===== config.mk =====
export PLATFORM = sky130hd
export DESIGN_NAME = dcache_top
export DESIGN_NICKNAME = d
export VERILOG_FILES = /design/src/verilog/dcache_pkg.sv /design/src/verilog/dcache_commit.sv /design/src/verilog/dcache_frames.sv /design/src/verilog/dcache_line_refill.sv /design/src/verilog/dcache_lookup.sv /design/src/verilog/dcache_top.sv
export VERILOG_INCLUDE_DIRS = /design/src /design/src/verilog
export SDC_FILE = /design/constraint.sdc
export NUM_CORES = 2
export LEC_CHECK = 0
export BUFFER_PORTS_ARGS = -buffer_cell sky130_fd_sc_hd__buf_2
export CAP_MARGIN = 30
export CORE_ASPECT_RATIO = 1.25
export CORE_MARGIN = 5
export CORE_UTILIZATION = 40
export CTS_CLUSTER_SIZE = 12
export DETAILED_ROUTE_END_ITERATION = 10
export HOLD_SLACK_MARGIN = 0.03
export PLACE_DENSITY = 0.64
export SKIP_LAST_GASP = 1
export SLEW_MARGIN = 25
export SYNTH_ARGS = -nofsm -noshare
export SYNTH_HDL_FRONTEND = slang
export SYNTH_SLANG_ARGS = --single-unit

===== constraint.sdc =====
create_clock -name CLK -period 9.8 [get_ports CLK]
set_input_delay 0 -clock CLK [delete_from_list [all_inputs] [get_ports CLK]]
set_output_delay 0 -clock CLK [all_outputs]
set_load 0.1 [all_outputs]

===== src/verilog/dcache_consts.svh =====
`ifndef DCACHE_CONSTS_SVH
`define DCACHE_CONSTS_SVH

// Data word and address split
`define DCACHE_WORD_W      32
`define DCACHE_TAG_W       26
`define DCACHE_IDX_W       3
`define DCACHE_BLKOFF_W    1
`define DCACHE_BYTOFF_W    2

// Cache geometry
`define DCACHE_SETS        8
`define DCACHE_LINE_WORDS  2
`define DCACHE_WAYS        2

`endif


===== src/verilog/dcache_pkg.sv =====
`include "dcache_consts.svh"

package dcache_pkg;

    typedef logic [`DCACHE_WORD_W-1:0] word_t;

    // One-bit way select, also used for the per-set LRU bit
    typedef logic way_t;

    // Word address as seen by the cache, byte offset ignored
    typedef struct packed {
        logic [`DCACHE_TAG_W-1:0]    tag;
        logic [`DCACHE_IDX_W-1:0]    idx;
        logic [`DCACHE_BLKOFF_W-1:0] blkoff;
        logic [`DCACHE_BYTOFF_W-1:0] bytoff;
    } dcache_addr_t;

    // One way of one set
    typedef struct packed {
        logic                                valid;
        logic                                dirty;
        logic [`DCACHE_TAG_W-1:0]            tag;
        word_t [`DCACHE_LINE_WORDS-1:0]      data;
    } dcache_frame_t;

endpackage


===== src/verilog/dcache_commit.sv =====
`timescale 1ns/1ns
`include "dcache_consts.svh"

module dcache_commit import dcache_pkg::*; (
    input  logic                                CLK,
    input  logic                                reset,
    // From lookup
    input  logic                                lk_valid,
    output logic                                lk_ready,
    input  logic                                lk_write,
    input  dcache_addr_t                        lk_addr,
    input  word_t                               lk_wdata,
    input  logic                                lk_hit,
    input  way_t                                lk_way,
    input  dcache_frame_t [`DCACHE_WAYS-1:0]    rd_frames,
    input  way_t                                rd_lru,
    // Word write port
    output logic                                wr_en,
    output way_t                                wr_way,
    output logic [`DCACHE_IDX_W-1:0]            wr_idx,
    output logic [`DCACHE_BLKOFF_W-1:0]         wr_blkoff,
    output word_t                               wr_data,
    output logic                                wr_dirty,
    output logic                                lru_touch,
    // Fill port
    output logic                                fill_en,
    output way_t                                fill_way,
    output logic [`DCACHE_IDX_W-1:0]            fill_idx,
    output logic [`DCACHE_TAG_W-1:0]            fill_tag,
    output word_t                               fill_word,
    // Memory port
    output logic                                mem_valid,
    input  logic                                mem_ready,
    output logic                                mem_write,
    output word_t                               mem_addr,
    output word_t                               mem_wdata,
    input  word_t                               mem_rdata,
    // Processor response port
    output logic                                cpu_resp_valid,
    input  logic                                cpu_resp_ready,
    output word_t                               cpu_resp_rdata,
    output logic                                cpu_resp_hit
);

    logic                               occ_q;
    logic                               started_q;
    logic                               filled_q;
    logic                               write_q;
    logic                               hit_q;
    dcache_addr_t                       addr_q;
    word_t                              wdata_q;
    way_t                               way_q;
    dcache_frame_t [`DCACHE_WAYS-1:0]   frames_q;
    logic                               start;
    logic                               done;
    logic                               retire;

    assign lk_ready       = ~occ_q;
    assign start          = occ_q & ~hit_q & ~started_q;
    assign cpu_resp_valid = occ_q & (hit_q | filled_q);
    assign retire         = cpu_resp_valid & cpu_resp_ready;

    always_ff @(posedge CLK) begin
        if (reset) begin
            occ_q     <= 1'b0;
            started_q <= 1'b0;
            filled_q  <= 1'b0;
        end else if (retire) begin
            occ_q     <= 1'b0;
            started_q <= 1'b0;
            filled_q  <= 1'b0;
        end else begin
            if (lk_valid && lk_ready) begin
                occ_q <= 1'b1;
            end
            if (start) begin
                started_q <= 1'b1;
            end
            if (done) begin
                filled_q <= 1'b1;
            end
        end
    end

    // Set snapshot taken on accept; rd_idx moves on to the next item
    always_ff @(posedge CLK) begin
        if (lk_valid && lk_ready) begin
            write_q  <= lk_write;
            hit_q    <= lk_hit;
            addr_q   <= lk_addr;
            wdata_q  <= lk_wdata;
            way_q    <= lk_hit ? lk_way : rd_lru;
            frames_q <= rd_frames;
        end else if (fill_en) begin
            // Mirror the fill so the load can answer from the new line
            frames_q[way_q].data <=
                {fill_word, frames_q[way_q].data[`DCACHE_LINE_WORDS-1:1]};
        end
    end

    assign cpu_resp_hit   = hit_q;
    assign cpu_resp_rdata = write_q ? wdata_q : frames_q[way_q].data[addr_q.blkoff];

    // Array update on the response edge
    assign wr_en     = retire & write_q;
    assign wr_way    = way_q;
    assign wr_idx    = addr_q.idx;
    assign wr_blkoff = addr_q.blkoff;
    assign wr_data   = wdata_q;
    assign wr_dirty  = write_q;
    assign lru_touch = retire;

    dcache_line_refill refill_i (
        .CLK          (CLK),
        .reset        (reset),
        .start        (start),
        .victim_frame (frames_q[way_q]),
        .victim_way   (way_q),
        .new_addr     (addr_q),
        .done         (done),
        .fill_en      (fill_en),
        .fill_way     (fill_way),
        .fill_idx     (fill_idx),
        .fill_tag     (fill_tag),
        .fill_word    (fill_word),
        .mem_valid    (mem_valid),
        .mem_ready    (mem_ready),
        .mem_write    (mem_write),
        .mem_addr     (mem_addr),
        .mem_wdata    (mem_wdata),
        .mem_rdata    (mem_rdata)
    );

endmodule


===== src/verilog/dcache_frames.sv =====
`timescale 1ns/1ns
`include "dcache_consts.svh"

module dcache_frames import dcache_pkg::*; (
    input  logic                                CLK,
    input  logic                                reset,
    // Live read port for the lookup stage
    input  logic [`DCACHE_IDX_W-1:0]            rd_idx,
    output dcache_frame_t [`DCACHE_WAYS-1:0]    rd_frames,
    output way_t                                rd_lru,
    // Word write port from commit
    input  logic                                wr_en,
    input  way_t                                wr_way,
    input  logic [`DCACHE_IDX_W-1:0]            wr_idx,
    input  logic [`DCACHE_BLKOFF_W-1:0]         wr_blkoff,
    input  word_t                               wr_data,
    input  logic                                wr_dirty,
    input  logic                                lru_touch,
    // Line fill port from the refill unit
    input  logic                                fill_en,
    input  way_t                                fill_way,
    input  logic [`DCACHE_IDX_W-1:0]            fill_idx,
    input  logic [`DCACHE_TAG_W-1:0]            fill_tag,
    input  word_t                               fill_word
);

    logic                               valid_q [`DCACHE_WAYS][`DCACHE_SETS];
    logic                               dirty_q [`DCACHE_WAYS][`DCACHE_SETS];
    logic [`DCACHE_TAG_W-1:0]           tag_q   [`DCACHE_WAYS][`DCACHE_SETS];
    word_t [`DCACHE_LINE_WORDS-1:0]     data_q  [`DCACHE_WAYS][`DCACHE_SETS];
    logic [`DCACHE_SETS-1:0]            lru_q;

    // Combinational read of both ways at the requested set
    always_comb begin
        for (int w = 0; w < `DCACHE_WAYS; w++) begin
            rd_frames[w].valid = valid_q[w][rd_idx];
            rd_frames[w].dirty = dirty_q[w][rd_idx];
            rd_frames[w].tag   = tag_q[w][rd_idx];
            rd_frames[w].data  = data_q[w][rd_idx];
        end
    end

    assign rd_lru = lru_q[rd_idx];

    // Valid, dirty and LRU state
    always_ff @(posedge CLK) begin
        if (reset) begin
            for (int w = 0; w < `DCACHE_WAYS; w++) begin
                for (int s = 0; s < `DCACHE_SETS; s++) begin
                    valid_q[w][s] <= 1'b0;
                    dirty_q[w][s] <= 1'b0;
                end
            end
            lru_q <= '0;
        end else begin
            // A filled line starts out clean
            if (fill_en) begin
                valid_q[fill_way][fill_idx] <= 1'b1;
                dirty_q[fill_way][fill_idx] <= 1'b0;
            end
            if (wr_en) begin
                dirty_q[wr_way][wr_idx] <= wr_dirty;
            end
            // LRU points at the way not just used
            if (lru_touch) begin
                lru_q[wr_idx] <= ~wr_way;
            end
        end
    end

    // Tags and data
    always_ff @(posedge CLK) begin
        if (fill_en) begin
            tag_q[fill_way][fill_idx] <= fill_tag;
            // Words arrive in blkoff order and shift in from the top
            data_q[fill_way][fill_idx] <=
                {fill_word, data_q[fill_way][fill_idx][`DCACHE_LINE_WORDS-1:1]};
        end
        if (wr_en) begin
            data_q[wr_way][wr_idx][wr_blkoff] <= wr_data;
        end
    end

endmodule


===== src/verilog/dcache_line_refill.sv =====
`timescale 1ns/1ns
`include "dcache_consts.svh"

module dcache_line_refill import dcache_pkg::*; (
    input  logic                        CLK,
    input  logic                        reset,
    input  logic                        start,
    input  dcache_frame_t               victim_frame,
    input  way_t                        victim_way,
    input  dcache_addr_t                new_addr,
    output logic                        done,
    // Fill port
    output logic                        fill_en,
    output way_t                        fill_way,
    output logic [`DCACHE_IDX_W-1:0]    fill_idx,
    output logic [`DCACHE_TAG_W-1:0]    fill_tag,
    output word_t                       fill_word,
    // Memory port
    output logic                        mem_valid,
    input  logic                        mem_ready,
    output logic                        mem_write,
    output word_t                       mem_addr,
    output word_t                       mem_wdata,
    input  word_t                       mem_rdata
);

    typedef enum logic [2:0] {
        st_idle,
        st_wb0,
        st_wb1,
        st_fetch0,
        st_fetch1,
        st_done
    } state_t;

    state_t                         state_q;
    state_t                         state_d;
    logic [`DCACHE_BLKOFF_W-1:0]    blk;
    logic                           fetching;
    dcache_addr_t                   wb_addr;
    dcache_addr_t                   fetch_addr;

    always_comb begin
        state_d = state_q;
        case (state_q)
            st_idle: begin
                // Only a valid dirty victim goes back to memory
                if (start) begin
                    if (victim_frame.valid && victim_frame.dirty) begin
                        state_d = st_wb0;
                    end else begin
                        state_d = st_fetch0;
                    end
                end
            end
            st_wb0: begin
                if (mem_ready) begin
                    state_d = st_wb1;
                end
            end
            st_wb1: begin
                if (mem_ready) begin
                    state_d = st_fetch0;
                end
            end
            st_fetch0: begin
                if (mem_ready) begin
                    state_d = st_fetch1;
                end
            end
            st_fetch1: begin
                if (mem_ready) begin
                    state_d = st_done;
                end
            end
            default: begin
                state_d = st_idle;
            end
        endcase
    end

    always_ff @(posedge CLK) begin
        if (reset) begin
            state_q <= st_idle;
        end else begin
            state_q <= state_d;
        end
    end

    assign blk      = (state_q == st_wb1) || (state_q == st_fetch1);
    assign fetching = (state_q == st_fetch0) || (state_q == st_fetch1);

    // Victim goes back at its own tag, same set
    assign wb_addr    = '{tag: victim_frame.tag, idx: new_addr.idx, blkoff: blk, bytoff: '0};
    assign fetch_addr = '{tag: new_addr.tag, idx: new_addr.idx, blkoff: blk, bytoff: '0};

    assign mem_write = (state_q == st_wb0) || (state_q == st_wb1);
    assign mem_valid = mem_write | fetching;
    assign mem_addr  = mem_write ? wb_addr : fetch_addr;
    assign mem_wdata = victim_frame.data[blk];

    // Fetched word is written on its transfer edge
    assign fill_en   = fetching & mem_ready;
    assign fill_way  = victim_way;
    assign fill_idx  = new_addr.idx;
    assign fill_tag  = new_addr.tag;
    assign fill_word = mem_rdata;

    assign done = (state_q == st_done);

endmodule


===== src/verilog/dcache_lookup.sv =====
`timescale 1ns/1ns
`include "dcache_consts.svh"

module dcache_lookup import dcache_pkg::*; (
    input  logic                                CLK,
    input  logic                                reset,
    // Processor request port
    input  logic                                cpu_req_valid,
    output logic                                cpu_req_ready,
    input  logic                                cpu_req_write,
    input  dcache_addr_t                        cpu_req_addr,
    input  word_t                               cpu_req_wdata,
    // Frame array read
    output logic [`DCACHE_IDX_W-1:0]            rd_idx,
    input  dcache_frame_t [`DCACHE_WAYS-1:0]    rd_frames,
    // Toward commit
    output logic                                lk_valid,
    input  logic                                lk_ready,
    output logic                                lk_write,
    output dcache_addr_t                        lk_addr,
    output word_t                               lk_wdata,
    output logic                                lk_hit,
    output way_t                                lk_way
);

    logic                       occ_q;
    logic                       write_q;
    dcache_addr_t               addr_q;
    word_t                      wdata_q;
    logic [`DCACHE_WAYS-1:0]    match;

    // Free slot, or the held item moves on this edge
    assign cpu_req_ready = ~occ_q | lk_ready;

    always_ff @(posedge CLK) begin
        if (reset) begin
            occ_q <= 1'b0;
        end else if (cpu_req_ready) begin
            occ_q <= cpu_req_valid;
        end
    end

    always_ff @(posedge CLK) begin
        if (cpu_req_valid && cpu_req_ready) begin
            write_q <= cpu_req_write;
            addr_q  <= cpu_req_addr;
            wdata_q <= cpu_req_wdata;
        end
    end

    assign rd_idx = addr_q.idx;

    // Compared every cycle, so a held item sees earlier retires
    always_comb begin
        for (int w = 0; w < `DCACHE_WAYS; w++) begin
            match[w] = rd_frames[w].valid && (rd_frames[w].tag == addr_q.tag);
        end
    end

    assign lk_valid = occ_q;
    assign lk_write = write_q;
    assign lk_addr  = addr_q;
    assign lk_wdata = wdata_q;
    assign lk_hit   = |match;
    assign lk_way   = match[1];

endmodule


===== src/verilog/dcache_top.sv =====
`timescale 1ns/1ns
`include "dcache_consts.svh"

module dcache_top import dcache_pkg::*; (
    input  logic            CLK,
    input  logic            reset,
    // Processor request port
    input  logic            cpu_req_valid,
    output logic            cpu_req_ready,
    input  logic            cpu_req_write,
    input  dcache_addr_t    cpu_req_addr,
    input  word_t           cpu_req_wdata,
    // Processor response port
    output logic            cpu_resp_valid,
    input  logic            cpu_resp_ready,
    output word_t           cpu_resp_rdata,
    output logic            cpu_resp_hit,
    // Memory port
    output logic            mem_valid,
    input  logic            mem_ready,
    output logic            mem_write,
    output word_t           mem_addr,
    output word_t           mem_wdata,
    input  word_t           mem_rdata
);

    // Frame array read
    logic [`DCACHE_IDX_W-1:0]           rd_idx;
    dcache_frame_t [`DCACHE_WAYS-1:0]   rd_frames;
    way_t                               rd_lru;

    // Lookup to commit
    logic                               lk_valid;
    logic                               lk_ready;
    logic                               lk_write;
    dcache_addr_t                       lk_addr;
    word_t                              lk_wdata;
    logic                               lk_hit;
    way_t                               lk_way;

    // Word write port
    logic                               wr_en;
    way_t                               wr_way;
    logic [`DCACHE_IDX_W-1:0]           wr_idx;
    logic [`DCACHE_BLKOFF_W-1:0]        wr_blkoff;
    word_t                              wr_data;
    logic                               wr_dirty;
    logic                               lru_touch;

    // Fill port
    logic                               fill_en;
    way_t                               fill_way;
    logic [`DCACHE_IDX_W-1:0]           fill_idx;
    logic [`DCACHE_TAG_W-1:0]           fill_tag;
    word_t                              fill_word;

    dcache_frames frames_i (.*);

    dcache_lookup lookup_i (.*);

    dcache_commit commit_i (.*);

endmodule

======== Yosys cells after proc, flatten, opt, wreduce, memory -nomap -nowiden ========
Memories as Yosys holds them, arrays and structs flattened. A register that Yosys moved wholly into a read port is not among the register bits.
Cells that the tools add are included.
W data, S select, Z words.
cells by class
  equality and inequality tests ........... 12
  magnitude comparators ................... 11
  reductions and logical operators ........ 19
  bitwise logic cells ..................... 536
  muxes and demuxes ....................... 601
operators by type and width
  cell                  number
  $mux W512             2
  $bmux W64 S3          3
  $mux W64              9
  $mux W1               541
  $or A1 B1 Y1          523
  $demux W64 S3         2
  $mux W184             2
  $mux W32              7
  $mux W208             1
  $bwmux W184           1
  $mux W92              2
  $bmux W26 S3          2
  $mux W26              5
  $demux W92 S1         1
  $demux W26 S3         1
  $eq A26 B26 Y1        2
  $mux W8               6
  $demux W32 S1         1
  $reduce_or A8 Y1      2
  $bmux W1 S3           5
  $mux W3               5
  $pmux W3 S5           1
  $ne A2 B2 Y1 const B  5
  $logic_and A1 B1 Y1   9
  other kinds (20)      41
storage, ports and cells
  memory bits (writable) .................. 1472
  word-level logic and storage cells ...... 1211
  bits in registers ....................... 327
  memories kept ........................... 4
  input bits .............................. 102
  output and inout bits ................... 101
memory list
  name              words  width  rd ports  clocked after memory_dff  wr ports  line                 text
  frames_i.data_q   2      512    3         1                         1         dcache_frames.sv:30  word_t [`DCACHE_LINE_WORDS-1:0] data_q [`DCACHE_WAYS][`DCACHE_SETS];
  frames_i.tag_q    2      208    2         0                         1         dcache_frames.sv:29  logic [`DCACHE_TAG_W-1:0] tag_q [`DCACHE_WAYS][`DCACHE_SETS];
  frames_i.dirty_q  2      8      2         0                         2         dcache_frames.sv:28  logic dirty_q [`DCACHE_WAYS][`DCACHE_SETS];
  frames_i.valid_q  2      8      2         0                         2         dcache_frames.sv:27  logic valid_q [`DCACHE_WAYS][`DCACHE_SETS];

======== Logic depth before layout (Yosys ltp) ========
  depth in word-level cells ............... 10
  mapped depth ............................ 12
  depth with buffers taken out ............ 8

======== By module ========
A second synthesis with hierarchy kept.
second synthesis, totals
  cell total of the unflattened synthesis .. 5855
  area total of the unflattened synthesis .. 89743.6 µm²
modules (own cells, without submodules)
  module              cells an instance  sequential area each (µm²)  instances  area an instance (µm²)
  dcache_frames       4572               44362.5                     1          73371.6
  dcache_commit       976                7597.3                      1          12014.0
  dcache_lookup       145                1971.9                      1          2591.2
  dcache_line_refill  162                60.1                        1          1766.7

======== Worst setup path before layout ========
No wires, ideal clock.
  path type ............................... register -> register
  from .................................... register, netlist name commit_i.wr_way
  to ...................................... register commit_i.frames_q[0] (netlist bit), enable pin
  clock period less this slack ............ 6.251 ns
  setup time .............................. 0.574 ns
  setup slack ............................. 3.549 ns
  buffers on the path ..................... 4
  arrival ................................. 5.676 ns
  cell stages (with the launch flop) ...... 6
  cells stage by stage .................... edfxtp_1 > clkbuf_1 > clkbuf_1 > clkbuf_1 > clkbuf_1 > o21ai_0
RTL lines
  element                 line                 text
  end signal: assignment  dcache_commit.sv:93  frames_q <= rd_frames;
  end: declaration        dcache_commit.sv:53  dcache_frame_t [`DCACHE_WAYS-1:0] frames_q;

======== Final worst setup path ========
  from .................................... register lookup_i.addr_q (netlist bit lookup_i.rd_idx[1])
  to ...................................... register commit_i.frames_q[143] (netlist bit), data pin
on the way
  cells in the longest elaborated chain, start to end .. 5
RTL lines
  element                                       line                 text
  start: declaration                            dcache_lookup.sv:28  dcache_addr_t addr_q;
  start signal: assignment                      dcache_lookup.sv:46  addr_q <= cpu_req_addr;
  $not A3 Y4 (not written as such)              dcache_frames.sv:39  rd_frames[w].data = data_q[w][rd_idx];
  $bmux W64 S3                                  dcache_frames.sv:39
  $mux W64 (not written as such) (2 in series)  dcache_frames.sv:39
  $mux W184                                     dcache_commit.sv:87  if (lk_valid && lk_ready) begin
Every way passes these cells. The select of a mux whose other input is x is not followed.
A chain may end at the register's enable or synchronous reset.

==> results.md <==
* Synth Area in Simple Gates at 0.02975
* Critical-path top delay cell: edfxtp_1
* Pin count of the biggest net entering global routing at 178
* Crit. End Element: flop
* Compound-cell area share of the yosys netlist at 0.03296
* R2r endpoint: commit_i.frames_q[143]$_DFFE_PP_
* Initial antenna violation count at 18
* Seq/Total Area, Yosys at 0.6681
* Hold Path Stages at 4
* Row Count at approximately 180
* Status: finished, final reports clean
* Drt via density at approximately 6.0
* Die Area at approximately 210000 um^2
* Post-CTS Setup Repair Bufs at 0
* Metal3 WL at 22.26 mm
* WP data arrival at about 5000 ps
* Nets at 4949
* First-pass GRT wire length at approximately 340 mm
* Routed Antenna Nets at 0
* YS warnings at 0
* IO Port Bufs at approximately 200
* Leak Pwr at between 30 and 40 nW
* Worst Skew at between 30 and 40 ps
* Cts repair resizes at 0
* Post-synthesis mux area share at 0.2412
* Adder-cell share of the synthesized area at 0
* Most used cell, CP: buf_4
* Initial drt markers at 5366
* Layout cells sized above 1 at 0.3209
* R2R Setup Slk at 5320 ps
* Final cell count without fillers at just under 8000
* Area of the multi-input gates at 25610 um^2
* Pre-antenna DRT Iters at 6
* Area grow syn2layout at 14.51%
* Crit path time final at 4479 ps
* Peak VDD IR at 193.0 uV
* Total number of vias at roughly 46000
* Synthesized area at approximately 81000 um^2
* CTS tree: yes
* DIE WIDTH at 411.7 um
* Worst Tran Pin Value at around 1100 ps
* CTS H-tree lvls at 4
* Clk buf depth at 3
* Number of synthesized flops with an enable pin at 1784
* Wl on met1 at between 90 and 100 mm
* Fmax at approximately 220 MHz
* Die height at ~510 um
* Period Utilization, post-route at 0.4570
* Placed cell count at 7187
* I/O Pins at roughly 200
* Sink Count at 1800
* Max Used Layer: met5
* Worst Reg2Reg Path Length in Cells at 6
* Core Footprint at approximately 200000 um^2
* Routed len/inst at between 30 and 40 um
* Setup Viol. Count Final at 0
* P per Cell Area at 185.8 nW/um^2
* Max-Cap Viols at 0
* GR Overflow Total at 0
* Setup TNS at 0 ps
* Reg-to-Reg Start: lookup_i.rd_idx[1]$_DFFE_PP_
* Vias in the first global route at approximately 47000
* CP max FO at 50
* Final Hold Viols at 0
* Clk slew on worst S/H paths at 60 ps
* # fillers at 17006
* Syn_area_per_cell at about 18 um^2
* Main combinational cell family by area after synthesis: multiplexers
* Final Max Tran Viols at 0
* DR DRC count at 0
* Critical Path Max Stage Delay at ~860 ps
* Worst-path cell chain: buf_4 -> buf_4 -> buf_4 -> mux4_2 -> mux2i_1 -> o21ai_0
* Worst EP required at 10330 ps
* CTS Root Cell: clkbuf_16
* FF+latch area at ~54000 um^2
* Relative slew margins at 0.2632
* Hold Path Origin: mem_rdata[10]
* All-Layer GR Usage at 0.2221
* Routed wl met2 at 114.2 mm
* GPL Wtd Cong at just over 0.8
* Post-DP HPWL at between 100 and 150 mm
* RSZ-0062 raised after global routing: false
* Initial Util at 0.4014
* Distinct cells, synth at 60
* CTS buffer count at around 190
* Clk Latency, worst-skew pair at 840 ps
* Ys async rst share at 0
* Post-synthesis register bit count at between 1500 and 2000
* Routed wire length at 238.6 mm
* Critical Path Start Type: flop
* Post-synth top flop: edfxtp_1
* XOR/XNOR Fraction of Synth Area at 0.006080
* Hold Path Sink: commit_i.frames_q[42]$_DFFE_PP_
* HP Class: primary input to flop
* Post-Synthesis Cells at roughly 4500
* CP Class: flop to flop
-- metal layers --
layer / vias up / GRT usage
met2: 2510 / 0.3611
li1: 18988 / -
met4: 12 / 0.07261
met3: 513 / 0.04525
met5: - / 0
met1: 24044 / 0.3005
-- critical path: cells and delay by family (launching register included) --
family          cells  cell delay [ps]
compound gates      1              150
buf+inv             3             2310
flops               1              860
mux                 2              760
-- worst max-delay path by stage --
| stage | from | end | slack [ps] |
|---|---|---|---|
| 2_1_floorplan | commit_i.wr_way$_DFFE_PP_ | commit_i.frames_q[0]$_DFFE_PP_ | 3550 |
| 3_3_place_gp | lookup_i.rd_idx[0]$_DFFE_PP_ | commit_i.frames_q[143]$_DFFE_PP_ | 5050 |
| 3_5_place_dp | lookup_i.rd_idx[0]$_DFFE_PP_ | commit_i.frames_q[143]$_DFFE_PP_ | 4950 |
| 4_1_cts | lookup_i.rd_idx[0]$_DFFE_PP_ | commit_i.frames_q[143]$_DFFE_PP_ | 4940 |
| 5_1_grt | lookup_i.rd_idx[1]$_DFFE_PP_ | commit_i.frames_q[129]$_DFFE_PP_ | 5150 |
| 6_report | lookup_i.rd_idx[1]$_DFFE_PP_ | commit_i.frames_q[143]$_DFFE_PP_ | 5320 |
-- logic make-up (layout without fill, tap and decap cells) --
group | Yosys count | count (layout)
flip-flops | 1800 | 1800
multiplexers | 1286 | 1286
AND/OR/NAND/NOR | 528 | 528
AO/OA/AOI/OAI | 474 | 474
buffers and inverters | 398 | 831
XOR/XNOR | 56 | 56
other | 1 | 10
-- registers in the layout (all words and copies together) (netlist names), 3 cells and up, named ones only --
signal                     flops
commit_i.addr_q               26
commit_i.frames_q            184
commit_i.refill_i.state_q      3
commit_i.wr_data              32
commit_i.wr_idx                3
frames_i.data_q             1024
frames_i.dirty_q              16
frames_i.lru_q                 8
frames_i.tag_q               416
frames_i.valid_q              16
lookup_i.lk_addr              27
lookup_i.lk_wdata             32
lookup_i.rd_idx                3
-- placed cells by master (no fill, tap or decap), drive strengths merged, types with 7 or more instances in the layout --
cell         instances
o22ai               57
or2                 19
o21ai              150
diode                8
inv                 16
clkbuf             245
clkinv              58
mux2               445
mux4               480
buf                341
a21o                 7
dlygate4sd3        165
nor2               254
a211oi              14
nor3                19
edfxtp            1784
nand2               50
o21bai               7
xnor2               25
and2                 9
nor4                 9
dfxtp               16
xor2                31
a21oi              191
nand3              133
mux2i              361
a22oi               24
-- power by group --
group	internal, W	switching (W)
logic	0.000612	0.00125
registers	0.00862	0.000111
clock network	0.00358	0.00299
total	0.0128	0.00435
-- synth_stat cells, types with 3 or more instances --
library cell,n,share of area
edfxtp_1,1784,0.66
mux4_2,478,0.13
mux2_2,445,0.062
mux2i_1,359,0.045
nor2_1,253,0.012
clkbuf_1,212,0.0099
a21oi_1,191,0.012
o21ai_0,146,0.0091
nand3_1,133,0.0083
buf_2,93,0.0058
o22ai_1,57,0.0044
buf_1,56,0.0026
nand2_1,50,0.0023
xor2_1,31,0.0034
xnor2_1,25,0.0027
a22oi_1,24,0.0022
buf_4,22,0.0020
nor3_1,19,0.0012
or2_2,18,0.0014
dfxtp_1,16,0.0040
a211oi_1,14,0.0013
and2_1,8,0.00062
a21o_1,7,0.00065
buf_6,7,0.00098
o21bai_1,7,0.00065
inv_1,6,0.00028
nand4_1,6,0.00047
nor2b_1,6,0.00047
or3_1,6,0.00047
nand2b_1,5,0.00039
nor4_1,5,0.00039
a221oi_1,4,0.00043
a22o_1,4,0.00043
a31oi_1,4,0.00031
nor4_2,4,0.00062
o21ai_1,4,0.00025
a221o_1,3,0.00037
-- timing repair --
| action | CTS | global route |
|---|---|---|
| hold buffers | 165 | 0 |
| hold endpoints to repair | 707 | 0 |
| endpoints found under the setup margin | 0 | 0 |
-- cell type report --
cell class / instances / area share
multi-input cells: 2346 / 0.2772
well taps: 2697 / 0.03653
flip-flops and latches: 1800 / 0.5835
clock buffers: 245 / 0.05313
clock inverters: 73 / 0.006529
inverters: 7 / 0.0003657
diodes: 8 / 0.0002167
repair buffers: 506 / 0.04251
-- stage by stage --
step                total power (W)  hold slack (ps)  setup WS, ps  cell area [um^2]    util
finish                      0.01716            213.9          5321             92370  0.4596
global route                0.01768            209.3          5151             92350  0.4595
CTS                         0.01725            132.2          4941             92290  0.4592
detailed placement          0.01068            178.1          4950             85130  0.4235
global placement            0.01064            176.2          5051             84980  0.4228
floorplan                   0.01018            98.87          3549             80670       -
Note: power is estimated with default switching activity, not from simulation.
